===== src/hdl/pkt_gate_pkg.sv =====
package pkt_gate_pkg;

  // --------------------------------------------------
  // Datapath sizes
  // --------------------------------------------------

  // Width of one data beat on both streams
  localparam int DATA_W = 32;

  // Buffer address width, so the buffer holds 2**ADDR_W lines
  // The largest packet that can pass is one full buffer
  localparam int ADDR_W = 4;
  localparam int BUF_DEPTH = 16;

  // A stored word keeps the last flag in its top bit
  localparam int WORD_W = DATA_W + 1;

  // --------------------------------------------------
  // End-address FIFO
  // --------------------------------------------------

  // Deep enough to track a buffer full of single-beat packets
  localparam int AFIFO_AW = 4;

endpackage

===== src/hdl/pkt_ram_if.sv =====
`timescale 1ns/10ps

// Write and read ports of the packet buffer
// The writer owns the write side and the reader owns the read side
interface pkt_ram_if import pkt_gate_pkg::*; ();

  // Write port, one word per accepted input beat
  logic              wr_en;
  logic [ADDR_W-1:0] wr_addr;
  logic [WORD_W-1:0] wr_data;

  // Read port, data comes back one edge after rd_en
  logic              rd_en;
  logic [ADDR_W-1:0] rd_addr;
  logic [WORD_W-1:0] rd_data;

  modport writer (
    output wr_en, wr_addr, wr_data
  );

  modport reader (
    output rd_en, rd_addr,
    input  rd_data
  );

  modport buffer (
    input  wr_en, wr_addr, wr_data, rd_en, rd_addr,
    output rd_data
  );

endinterface


===== src/hdl/pkt_gate_top.sv =====
`timescale 1ns/10ps

// Packet gate: releases a packet only after it has fully and cleanly arrived
module pkt_gate_top import pkt_gate_pkg::*; (
  input  logic              clk,
  input  logic              i_rst_n,
  input  logic              i_clear,
  // Input stream
  input  logic [DATA_W-1:0] i_tdata,
  input  logic              i_tlast,
  input  logic              i_terror,
  input  logic              i_tvalid,
  output logic              o_tready_in,
  // Output stream
  output logic [DATA_W-1:0] o_tdata,
  output logic              o_tlast,
  output logic              o_tvalid,
  input  logic              i_tready_out
);

  // Buffer flags
  logic              full;
  logic              empty;
  // End-address FIFO push side
  logic [ADDR_W-1:0] push_addr;
  logic              push_valid;
  logic              push_ready;
  // End-address FIFO pop side
  logic [ADDR_W-1:0] end_addr;
  logic              end_valid;
  logic              end_ready;

  pkt_ram_if ram_if ();

  pkt_buffer u_buffer (
    .clk, .i_rst_n, .i_clear,
    .ram     (ram_if.buffer),
    .o_full  (full),
    .o_empty (empty)
  );

  end_addr_fifo u_end_fifo (
    .clk, .i_rst_n, .i_clear,
    .i_push_addr  (push_addr),  .i_push_valid (push_valid), .o_push_ready (push_ready),
    .o_pop_addr   (end_addr),   .o_pop_valid  (end_valid),  .i_pop_ready  (end_ready)
  );

  pkt_writer u_writer (
    .clk, .i_rst_n, .i_clear,
    .i_tdata, .i_tlast, .i_terror, .i_tvalid,
    .o_tready     (o_tready_in),
    .i_full       (full),
    .ram          (ram_if.writer),
    .o_push_addr  (push_addr),  .o_push_valid (push_valid), .i_push_ready (push_ready)
  );

  pkt_reader u_reader (
    .clk, .i_rst_n, .i_clear,
    .i_empty     (empty),
    .ram         (ram_if.reader),
    .i_end_addr  (end_addr),   .i_end_valid (end_valid),  .o_end_ready (end_ready),
    .o_tdata, .o_tlast, .o_tvalid,
    .i_tready    (i_tready_out)
  );

endmodule


===== src/hdl/pkt_reader.sv =====
`timescale 1ns/10ps

// Output side of the gate: drains complete packets through an output register
module pkt_reader import pkt_gate_pkg::*; (
  input  logic              clk,
  input  logic              i_rst_n,
  input  logic              i_clear,
  input  logic              i_empty,
  pkt_ram_if.reader         ram,
  input  logic [ADDR_W-1:0] i_end_addr,
  input  logic              i_end_valid,
  output logic              o_end_ready,
  output logic [DATA_W-1:0] o_tdata,
  output logic              o_tlast,
  output logic              o_tvalid,
  input  logic              i_tready
);

  // --------------------------------------------------
  // Read stage
  // --------------------------------------------------

  logic [ADDR_W-1:0] rd_addr_q;
  logic              rd_valid_q;
  logic              update_out;
  logic              ready_to_read;
  logic              rd_go;

  // The output register can load when it is empty or its word is leaving
  assign update_out = i_tready | ~o_tvalid;

  // A queued end address means a whole packet sits in the buffer
  assign ready_to_read = ~i_empty & i_end_valid;
  assign rd_go         = ready_to_read & (update_out | ~rd_valid_q);

  assign ram.rd_en   = rd_go;
  assign ram.rd_addr = rd_addr_q;

  // Retire the end address together with the packet's last line
  assign o_end_ready = rd_go & (i_end_addr == rd_addr_q);

  always_ff @(posedge clk or negedge i_rst_n) begin
    if (!i_rst_n) begin
      rd_addr_q  <= '0;
      rd_valid_q <= 1'b0;
    end else if (i_clear) begin
      rd_addr_q  <= '0;
      rd_valid_q <= 1'b0;
    end else if (update_out || !rd_valid_q) begin
      rd_valid_q <= ready_to_read;
      if (ready_to_read) begin
        rd_addr_q <= rd_addr_q + ADDR_W'(1);
      end
    end
  end

  // --------------------------------------------------
  // Output register
  // --------------------------------------------------

  // Holds its word under back-pressure
  always_ff @(posedge clk or negedge i_rst_n) begin
    if (!i_rst_n) begin
      o_tvalid <= 1'b0;
    end else if (i_clear) begin
      o_tvalid <= 1'b0;
    end else if (update_out) begin
      o_tvalid <= rd_valid_q;
    end
  end

  always_ff @(posedge clk) begin
    if (update_out) begin
      {o_tlast, o_tdata} <= ram.rd_data;
    end
  end

endmodule


===== src/hdl/pkt_writer.sv =====
`timescale 1ns/10ps

// Input side of the gate: stores beats and commits or drops whole packets
module pkt_writer import pkt_gate_pkg::*; (
  input  logic              clk,
  input  logic              i_rst_n,
  input  logic              i_clear,
  input  logic [DATA_W-1:0] i_tdata,
  input  logic              i_tlast,
  input  logic              i_terror,
  input  logic              i_tvalid,
  output logic              o_tready,
  input  logic              i_full,
  pkt_ram_if.writer         ram,
  output logic [ADDR_W-1:0] o_push_addr,
  output logic              o_push_valid,
  input  logic              i_push_ready
);

  // Next free line and first line of the packet being built
  logic [ADDR_W-1:0] wr_addr_q;
  logic [ADDR_W-1:0] head_addr_q;
  logic              accept;
  logic              bad_last;

  // A beat is only taken when it can be stored and its end address can be queued
  assign o_tready = ~i_full & i_push_ready;
  assign accept   = i_tvalid & o_tready;
  assign bad_last = i_tlast & i_terror;

  // The errored last beat is thrown away so it never touches the occupancy flags
  assign ram.wr_en   = accept & ~bad_last;
  assign ram.wr_addr = wr_addr_q;
  assign ram.wr_data = {i_tlast, i_tdata};

  // Push the end address with a good last beat
  assign o_push_addr  = wr_addr_q;
  assign o_push_valid = i_tvalid & i_tlast & ~i_terror & ~i_full;

  always_ff @(posedge clk or negedge i_rst_n) begin
    if (!i_rst_n) begin
      wr_addr_q   <= '0;
      head_addr_q <= '0;
    end else if (i_clear) begin
      wr_addr_q   <= '0;
      head_addr_q <= '0;
    end else if (accept) begin
      if (bad_last) begin
        // Rewind so the packet was never there
        wr_addr_q <= head_addr_q;
      end else if (i_tlast) begin
        wr_addr_q   <= wr_addr_q + ADDR_W'(1);
        head_addr_q <= wr_addr_q + ADDR_W'(1);
      end else begin
        wr_addr_q <= wr_addr_q + ADDR_W'(1);
      end
    end
  end

endmodule


===== src/hdl/end_addr_fifo.sv =====
`timescale 1ns/10ps

// Circular FIFO holding the last buffer address of every complete packet
module end_addr_fifo import pkt_gate_pkg::*; (
  input  logic              clk,
  input  logic              i_rst_n,
  input  logic              i_clear,
  input  logic [ADDR_W-1:0] i_push_addr,
  input  logic              i_push_valid,
  output logic              o_push_ready,
  output logic [ADDR_W-1:0] o_pop_addr,
  output logic              o_pop_valid,
  input  logic              i_pop_ready
);

  logic [ADDR_W-1:0] mem [2**AFIFO_AW];

  // The extra top bit tells a full FIFO from an empty one
  logic [AFIFO_AW:0] wr_ptr;
  logic [AFIFO_AW:0] rd_ptr;
  logic              push;
  logic              pop;

  // Full when the pointers differ only in the wrap bit
  assign o_push_ready = ((wr_ptr ^ rd_ptr) != {1'b1, {AFIFO_AW{1'b0}}});
  assign o_pop_valid  = (wr_ptr != rd_ptr);
  assign push         = i_push_valid & o_push_ready;
  assign pop          = o_pop_valid & i_pop_ready;

  // Head entry is read straight from the array
  assign o_pop_addr = mem[rd_ptr[AFIFO_AW-1:0]];

  always_ff @(posedge clk) begin
    if (push) begin
      mem[wr_ptr[AFIFO_AW-1:0]] <= i_push_addr;
    end
  end

  always_ff @(posedge clk or negedge i_rst_n) begin
    if (!i_rst_n) begin
      wr_ptr <= '0;
      rd_ptr <= '0;
    end else if (i_clear) begin
      wr_ptr <= '0;
      rd_ptr <= '0;
    end else begin
      if (push) begin
        wr_ptr <= wr_ptr + 1'b1;
      end
      if (pop) begin
        rd_ptr <= rd_ptr + 1'b1;
      end
    end
  end

endmodule


===== src/hdl/pkt_buffer.sv =====
`timescale 1ns/10ps

// Simple dual-port packet storage with occupancy flags
module pkt_buffer import pkt_gate_pkg::*; (
  input  logic      clk,
  input  logic      i_rst_n,
  input  logic      i_clear,
  pkt_ram_if.buffer ram,
  output logic      o_full,
  output logic      o_empty
);

  // --------------------------------------------------
  // Storage array
  // --------------------------------------------------

  logic [WORD_W-1:0] mem [BUF_DEPTH];

  // One write port and one registered read port
  // The read word holds its value while rd_en is low
  always_ff @(posedge clk) begin
    if (ram.wr_en) begin
      mem[ram.wr_addr] <= ram.wr_data;
    end
    if (ram.rd_en) begin
      ram.rd_data <= mem[ram.rd_addr];
    end
  end

  // --------------------------------------------------
  // Full and empty flags
  // --------------------------------------------------

  // Both full and empty have equal pointers
  // The flags look one step ahead to tell which side the pointers meet from
  logic almost_full;
  logic almost_empty;

  assign almost_full  = (ram.wr_addr == ram.rd_addr - ADDR_W'(1));
  assign almost_empty = (ram.wr_addr == ram.rd_addr + ADDR_W'(1));

  always_ff @(posedge clk or negedge i_rst_n) begin
    if (!i_rst_n) begin
      o_full  <= 1'b0;
      o_empty <= 1'b1;
    end else if (i_clear) begin
      o_full  <= 1'b0;
      o_empty <= 1'b1;
    end else begin
      // A lone write into the last free line fills the buffer
      if (almost_full) begin
        if (ram.wr_en && !ram.rd_en) begin
          o_full <= 1'b1;
        end
      end else if (!ram.wr_en && ram.rd_en) begin
        o_full <= 1'b0;
      end
      // A lone read of the last stored line empties it
      if (almost_empty) begin
        if (ram.rd_en && !ram.wr_en) begin
          o_empty <= 1'b1;
        end
      end else if (ram.wr_en && !ram.rd_en) begin
        o_empty <= 1'b0;
      end
    end
  end

endmodule


===== config.mk =====
export PLATFORM = sky130hd
export DESIGN_NAME = pkt_gate_top
export DESIGN_NICKNAME = d
export VERILOG_FILES = /design/src/hdl/pkt_gate_pkg.sv /design/src/hdl/pkt_ram_if.sv /design/src/hdl/pkt_gate_top.sv /design/src/hdl/pkt_reader.sv /design/src/hdl/pkt_writer.sv /design/src/hdl/end_addr_fifo.sv /design/src/hdl/pkt_buffer.sv
export SDC_FILE = /design/constraint.sdc
export NUM_CORES = 1
export LEC_CHECK = 0
export BUFFER_PORTS_ARGS = -buffer_cell sky130_fd_sc_hd__buf_2
export CORE_ASPECT_RATIO = 1.25
export CORE_MARGIN = 2
export CORE_UTILIZATION = 67
export DETAILED_ROUTE_END_ITERATION = 7
export MAX_ROUTING_LAYER = met4
export PLACE_DENSITY = 0.86
export SYNTH_ARGS = -nofsm -noshare
export SYNTH_HDL_FRONTEND = slang
export SYNTH_HIERARCHICAL = 1
export SYNTH_SLANG_ARGS = --single-unit

===== constraint.sdc =====
create_clock -name clk -period 11.2 [get_ports clk]
set_input_delay 1.12 -clock clk [delete_from_list [all_inputs] [get_ports clk]]
set_output_delay 1.12 -clock clk [all_outputs]
set_load 0.005 [all_outputs]

; ---- After elaboration in Yosys (flattened, before gate mapping)
; Memory sizes are Yosys's and may differ from the RTL's. A register that Yosys moved wholly into a read port is not among the register bits.
; Cells that the tools add are included.
[totals]
elab_cells = 96
ramBits = 592
latch_bits = 0
in_bits = 39
rom_bits = 0
output_inout_bits = 35
regBits = 59
mem_count = 2
[memory_table]
columns = name, depth, width, read_ports, rd_ports_with_merged_regs, write_ports, line
row1 = u_buffer.mem, 16, 33, 1, 1, 1, pkt_buffer.sv:17  ; logic [WORD_W-1:0] mem [BUF_DEPTH];
row2 = u_end_fifo.mem, 16, 4, 1, 0, 1, end_addr_fifo.sv:16  ; logic [ADDR_W-1:0] mem [2**AFIFO_AW];
[op_classes]
muxes = 30
mul = 0
n_eq_ne = 8
div = 0
n_lt_le_gt_ge = 0
reduce_logical = 19
add_sub_neg = 5
bitwise_logic = 21
shifts = 0
[op_table]
columns = op, count
row1 = 4-bit 2-to-1 mux, 10
row2 = 5-bit 2-to-1 mux, 4
row3 = 1-bit 2-to-1 mux, 16
row4 = 2-bit nonzero test, 7
row5 = 1-bit AND, 12
row6 = 4-bit equality test, 3
row7 = 5-bit by 1-bit adder with 5-bit output (second input constant), 2
row8 = 4-bit by 1-bit adder with 4-bit output (second input constant), 2
row9 = 3-bit != test (second input constant), 2
row10 = 1-bit NOT, 6
row11 = 2-bit AND reduction, 3
row12 = 3-bit nonzero test, 2
row13 = 5-bit != test, 1
row14 = 5-bit != test (second input constant), 1
row15 = 5-bit bitwise XOR, 1
row16 = 4-bit by 1-bit subtractor with 4-bit output (second input constant), 1
row17 = 1-bit zero test, 3
row18 = 3-bit AND reduction, 1
row19 = 1-bit logical AND, 2
row20 = 2-bit != test (second input constant), 1
row21 = 1-bit OR, 2
row22 = 1-bit logical OR, 1

; ---- Logic depth before layout (Yosys ltp)
[logic_depth]
ltp_word = 10
ltp_mapped = 11
depth_no_buf = 8

; ---- Cells and area by module
; Netlist, hierarchy kept.
[modules_own_cells]
columns = module, seq_area_each_um2, instances, cells_each, area_per_inst_um2
row1 = pkt_buffer, 16897.5, 1, 1005, 21697.1
row2 = end_addr_fifo, 2172.1, 1, 185, 3340.7
row3 = pkt_reader, 1141.1, 1, 70, 1343.8
row4 = pkt_writer, 200.2, 1, 87, 778.2

; ---- Worst setup path after synthesis
; OpenSTA, ideal clock, no wires.
[synth_timing]
kind = register to register
startpoint = reg u_end_fifo.rd_ptr[1]
endpoint = mem u_buffer/mem[0][0] (netlist bit), enable pin
setup_time_ps = 464
t_required_ps = 10736
stages_incl_launch_ff = 10
setup_slack_ps = 6432
synth_period_minus_slack_ps = 4768
path_buffers = 2
t_arrival_ps = 4304
cell_sequence = dfrtp_1 -> buf_4 -> xnor2_1 -> and4_1 -> buf_6 -> nand2_1 -> nand3b_4 -> a21oi_1 -> or3b_2 -> nor3_1
[synth_via]
elab_chain_cells = 7
[synth_rtl]
columns = item, line
row1 = from (decl), end_addr_fifo.sv:20  ; logic [AFIFO_AW:0] rd_ptr;
row2 = from (signal assigned), end_addr_fifo.sv:51  ; rd_ptr <= rd_ptr + 1'b1;
row3 = 5-bit bitwise XOR, end_addr_fifo.sv:25  ; assign o_push_ready = ((wr_ptr ^ rd_ptr) != {1'b1, {AFIFO_AW{1'b0}}});
row4 = 5-bit != test, end_addr_fifo.sv:25
row5 = via push_ready, pkt_gate_top.sv:27  ; logic push_ready;
row6 = 1-bit AND, pkt_writer.sv:27  ; assign o_tready = ~i_full & i_push_ready;
row7 = 1-bit AND, pkt_writer.sv:28  ; assign accept = i_tvalid & o_tready;
row8 = 1-bit AND, pkt_writer.sv:32  ; assign ram.wr_en = accept & ~bad_last;
row9 = via ram_if.wr_en, pkt_ram_if.sv:8  ; logic wr_en;
row10 = 1-bit 2-to-1 mux, pkt_buffer.sv:22  ; if (ram.wr_en) begin
row11 = 1-bit 2-to-1 mux (not written as such), pkt_buffer.sv:23  ; mem[ram.wr_addr] <= ram.wr_data;
row12 = to (decl), pkt_buffer.sv:17
; The timed path passes the listed nets, and every way through them passes these cells.

; ---- Worst setup path in the final report
[layout_timing]
startpoint = reg u_end_fifo.rd_ptr[0]
endpoint = mem u_buffer/mem[5][10] (netlist bit), enable pin
; Same word-level chain as after synthesis.

==> results.txt <==
----------------------------------------------------
[Final layout]
  Most common cell after layout, fill and taps aside ... sky130_fd_sc_hd__edfxtp_1
  Nets ... ~1400
  Growth of design area from synthesis to finish ... 8.781%
  Commonest non-fill, non-tap cells in the layout ... sky130_fd_sc_hd__edfxtp_1, sky130_fd_sc_hd__buf_2, sky130_fd_sc_hd__mux2i_1
  Share of post-route cells with drive strength above 1 ... 0.2261
  Diode insertion count for antenna repair ... 0

[Timing]
  Final worst path period need ... 4.645 ns
  Worst-case hold slack ... between 0.4 and 0.5 ns
  Setup repair after global routing missed its margin ... no
  Total of endpoints with negative setup slack in the final report ... 0
  Setup_tns ... 0 ns
  Setup Skew ... between 0.03 and 0.04 ns
  Slew at the pin closest to its max-slew limit ... around 1.2 ns
  Hold violation total from the final report ... 0
  Fmax ... about 220 MHz
  Minimum setup slack in the final design ... 6.555 ns
  Max-slew headroom ... 0.1711
  Max-slew violations ... 0
  Fraction of the cycle the final worst path needs ... 0.4147

[Place]
  Post-detail-place hpwl ... ~32 mm
  Count of port buffers added during placement ... 73
  Worst setup timing slack at the placement stage ... ~6.8 ns
  Routability Congestion ... approximately 0.9

[Drt]
  Number of remaining DRC errors ... 0
  Via count ... 13552
  DRT Pass-1 Iters ... 7
  Mean number of vias per cell ... ~7.0
  Overall routed net length ... approximately 57 mm
  Count of antenna-violating nets left after detailed routing ... 0
  DRT iter0 DRCs ... roughly 1500
  Wirelength per Cell ... 29.55 um

[Synth]
  Synth Warn # ... 6
  Largest family of logic cells by synthesized area ... multiplexers
  Compound-cell area share of the yosys netlist ... 0.05127
  Post-synthesis share of cell area spent on xor and xnor gates ... 0.006127
  Adder-cell share of the synthesized area ... 0.004146
  Avg Inst Size Synth ... 20.16 sq um
  Post-synth EDFFs ... about 660
  Mux share of post-synthesis cell area ... 0.1297
  Sequential area share after synthesis ... 0.7515
  Most used flip-flop cell after synthesis ... sky130_fd_sc_hd__edfxtp_1
  Simple logic cell fraction of the synthesized area ... 0.02538
  Number of synthesized register bits ... between 600 and 700
  Yosys cell types ... 70
  Netlist area before placement ... between 20000 and 30000 sq um
  Mapped Cells ... between 1000 and 1500
  Fraction of synthesis flops using an asynchronous set or reset pin ... 0.03801
  Number of nets in the synthesized netlist ... about 1400

[Worst setup path]
  Category of the worst setup path capture point ... flop
  CP startpoint kind ... flop
  Crit path largest cell delay ... roughly 1.1 ns
  Type of the worst setup path ... flop to flop
  Ordered list of cells on the worst path ... xnor2_1, and4_1, nand2_1, nand3b_4, a21oi_1, nand3b_1, nor2_4
  Setup slack of the most critical reg-to-reg path ... about 6.6 ns
  Required time at the worst-slack endpoint ... 11.41 ns
  Maximum fanout count along the critical path ... 33
  Crit Reg-Reg Endpoint ... u_buffer/mem[5][10]
  Arrival time of the worst setup path ... around 4.9 ns
  Launch point of the worst reg-to-reg path ... u_end_fifo/rd_ptr[0]
  Path depth of the worst reg2reg path ... 7
  Master of the slowest instance on the critical path ... sky130_fd_sc_hd__nor2_4

[Clocking]
  Latest clock arrival within the worst-skew pair ... 0.61 ns
  Number of hold buffers added after cts ... 0
  Clock root buffer master ... sky130_fd_sc_hd__clkbuf_16
  # resized after CTS ... 0
  Number of H-tree levels ... 2
  TritonCTS clock tree ... yes
  Clock slew at the register clock pins of the worst setup and hold paths ... about 0.070 ns
  Sink count of the clock tree ... between 600 and 700
  Setup repair bufs after CTS ... 0
  Buffers from clock root to sink, at most ... 3
  Number of buffers added by the clock tree synthesis step ... 60

[Die]
  Initial core utilization ... 0.6788
  Boundary pin count ... 74
  DIE HEIGHT ... ~230 um
  Core outline area ... 40010 sq um
  Site Rows ... 82
  Die Outline Area ... 42170 sq um
  Die Span X ... approximately 180 um

[Global route]
  Via count of the first global-routing pass ... ~14000
  Number of antenna violations at the first check in global routing ... 0
  GRT Total Usage ... 0.2893
  Largest net degree at the start of global routing ... 75
  Global route overflow ... 0
  First-pass GRT wire length ... around 86 mm

[Status]
  Result of the run ... completed

[Min path]
  End of the worst hold path ... u_reader/o_tdata[15]
  Hold WC Path Type ... flop to flop
  Min-Delay Path Depth ... 0
  Hold Path Origin ... u_buffer/ram.rd_data[15]

[Power]
  Maximum vdd drop ... between 0.1 and 0.15 mV
  Leakage power ... around 0.0096 uW
  Final Total Pwr ... slightly above 5000 uW
  Total power divided by cell area ... about 170 nW/um^2

[Job]
  Max-cap violations ... 0

----------------------------------------------------
[synthesized netlist by cell type (19+ instances only)]
master | count | share of area
sky130_fd_sc_hd__edfxtp_1 | 658 | 0.73
sky130_fd_sc_hd__a21o_1 | 33 | 0.0091
sky130_fd_sc_hd__a22o_1 | 33 | 0.011
sky130_fd_sc_hd__buf_2 | 19 | 0.0035
sky130_fd_sc_hd__mux4_2 | 61 | 0.051
sky130_fd_sc_hd__buf_4 | 43 | 0.012
sky130_fd_sc_hd__clkbuf_1 | 21 | 0.0029
sky130_fd_sc_hd__mux4_1 | 25 | 0.024
sky130_fd_sc_hd__dfrtp_1 | 25 | 0.023
sky130_fd_sc_hd__mux2_2 | 45 | 0.019
sky130_fd_sc_hd__mux2_1 | 28 | 0.012
sky130_fd_sc_hd__o22ai_1 | 33 | 0.0076
sky130_fd_sc_hd__mux2i_1 | 67 | 0.025
sky130_fd_sc_hd__nor2_1 | 29 | 0.0040
sky130_fd_sc_hd__a221oi_1 | 24 | 0.0077
[how the worst max path moves through the flow]
stage,from,end
2_1_floorplan,u_end_fifo/rd_ptr[1],u_buffer/mem[0][0]
3_3_place_gp,u_end_fifo/rd_ptr[0],u_buffer/mem[1][4]
3_5_place_dp,u_end_fifo/rd_ptr[0],u_buffer/mem[2][8]
4_1_cts,u_end_fifo/rd_ptr[0],u_buffer/mem[5][14]
5_1_grt,u_end_fifo/rd_ptr[0],u_buffer/mem[5][10]
6_report,u_end_fifo/rd_ptr[0],u_buffer/mem[5][10]
[area by class of cell]
| type | instances | area, sq um |
|---|---|---|
| clock buffers | 82 | 1647 |
| fillers | 2122 | 10470 |
| inverters | 11 | 41.29 |
| well taps | 504 | 630.6 |
| clock inverters | 31 | 292.8 |
| repair buffers | 91 | 500.5 |
| flip-flops and latches | 684 | 20420 |
| multi-input cells | 543 | 6012 |
[critical path: cells and delay by family (launching register included)]
| family | cells | cell delay [ns] |
|---|---|---|
| AND/OR/NAND/NOR | 5 | 2.30 |
| flip-flops | 1 | 1.04 |
| AO/OA/AOI/OAI | 1 | 0.68 |
| XOR/XNOR | 1 | 0.21 |
[kinds of logic after synthesis]
kind of cell | Yosys count
XOR/XNOR | 19
flip-flops | 684
adder cells (fa/ha/maj) | 9
multiplexers | 226
buffers and inverters | 120
AND/OR/NAND/NOR | 112
AO/OA/AOI/OAI | 177
[metrics by stage]
step                instances  instance area, sq um    util
global placement         1833                 27610  0.6899
CTS                      1946                 29540  0.7384
finish                   1946                 29540  0.7384
global route             1946                 29540  0.7384
detailed placement       1833                 27610  0.6899
floorplan                1347                 27160       -
[metal layers]
layer / wire length [um] / global-route usage / vias to the layer above
li1: - / - / 5605
met1: 21240 / 0.3834 / 6950
met2: 29280 / 0.4673 / 862
met3: 5243 / 0.05041 / 135
met4: 1733 / 0.08900 / 0
met5: 0 / - / -
[flip-flops by register name, indices dropped and copies added, names as in the netlist]
| signal | flops |
|---|---|
| u_buffer/mem | 528 |
| u_end_fifo/mem | 64 |
| u_buffer/ram.rd_data | 33 |
| u_reader/o_tdata | 32 |
| u_end_fifo/rd_ptr | 5 |
| u_end_fifo/wr_ptr | 5 |
| u_reader/ram.rd_addr | 4 |
| u_writer/head_addr_q | 4 |
| u_writer/o_push_addr | 4 |
| u_buffer/o_empty | 1 |
| u_buffer/o_full | 1 |
| u_reader/o_tlast | 1 |
| u_reader/o_tvalid | 1 |
| u_reader/rd_valid_q | 1 |
[power by group]
part / internal [uW] / total, uW / switching [uW]
logic: 53.7 / 161 / 107
registers: 2830 / 2840 / 10.1
clock network: 1140 / 2030 / 882
No activity file was read; power rests on OpenSTA's default activity.
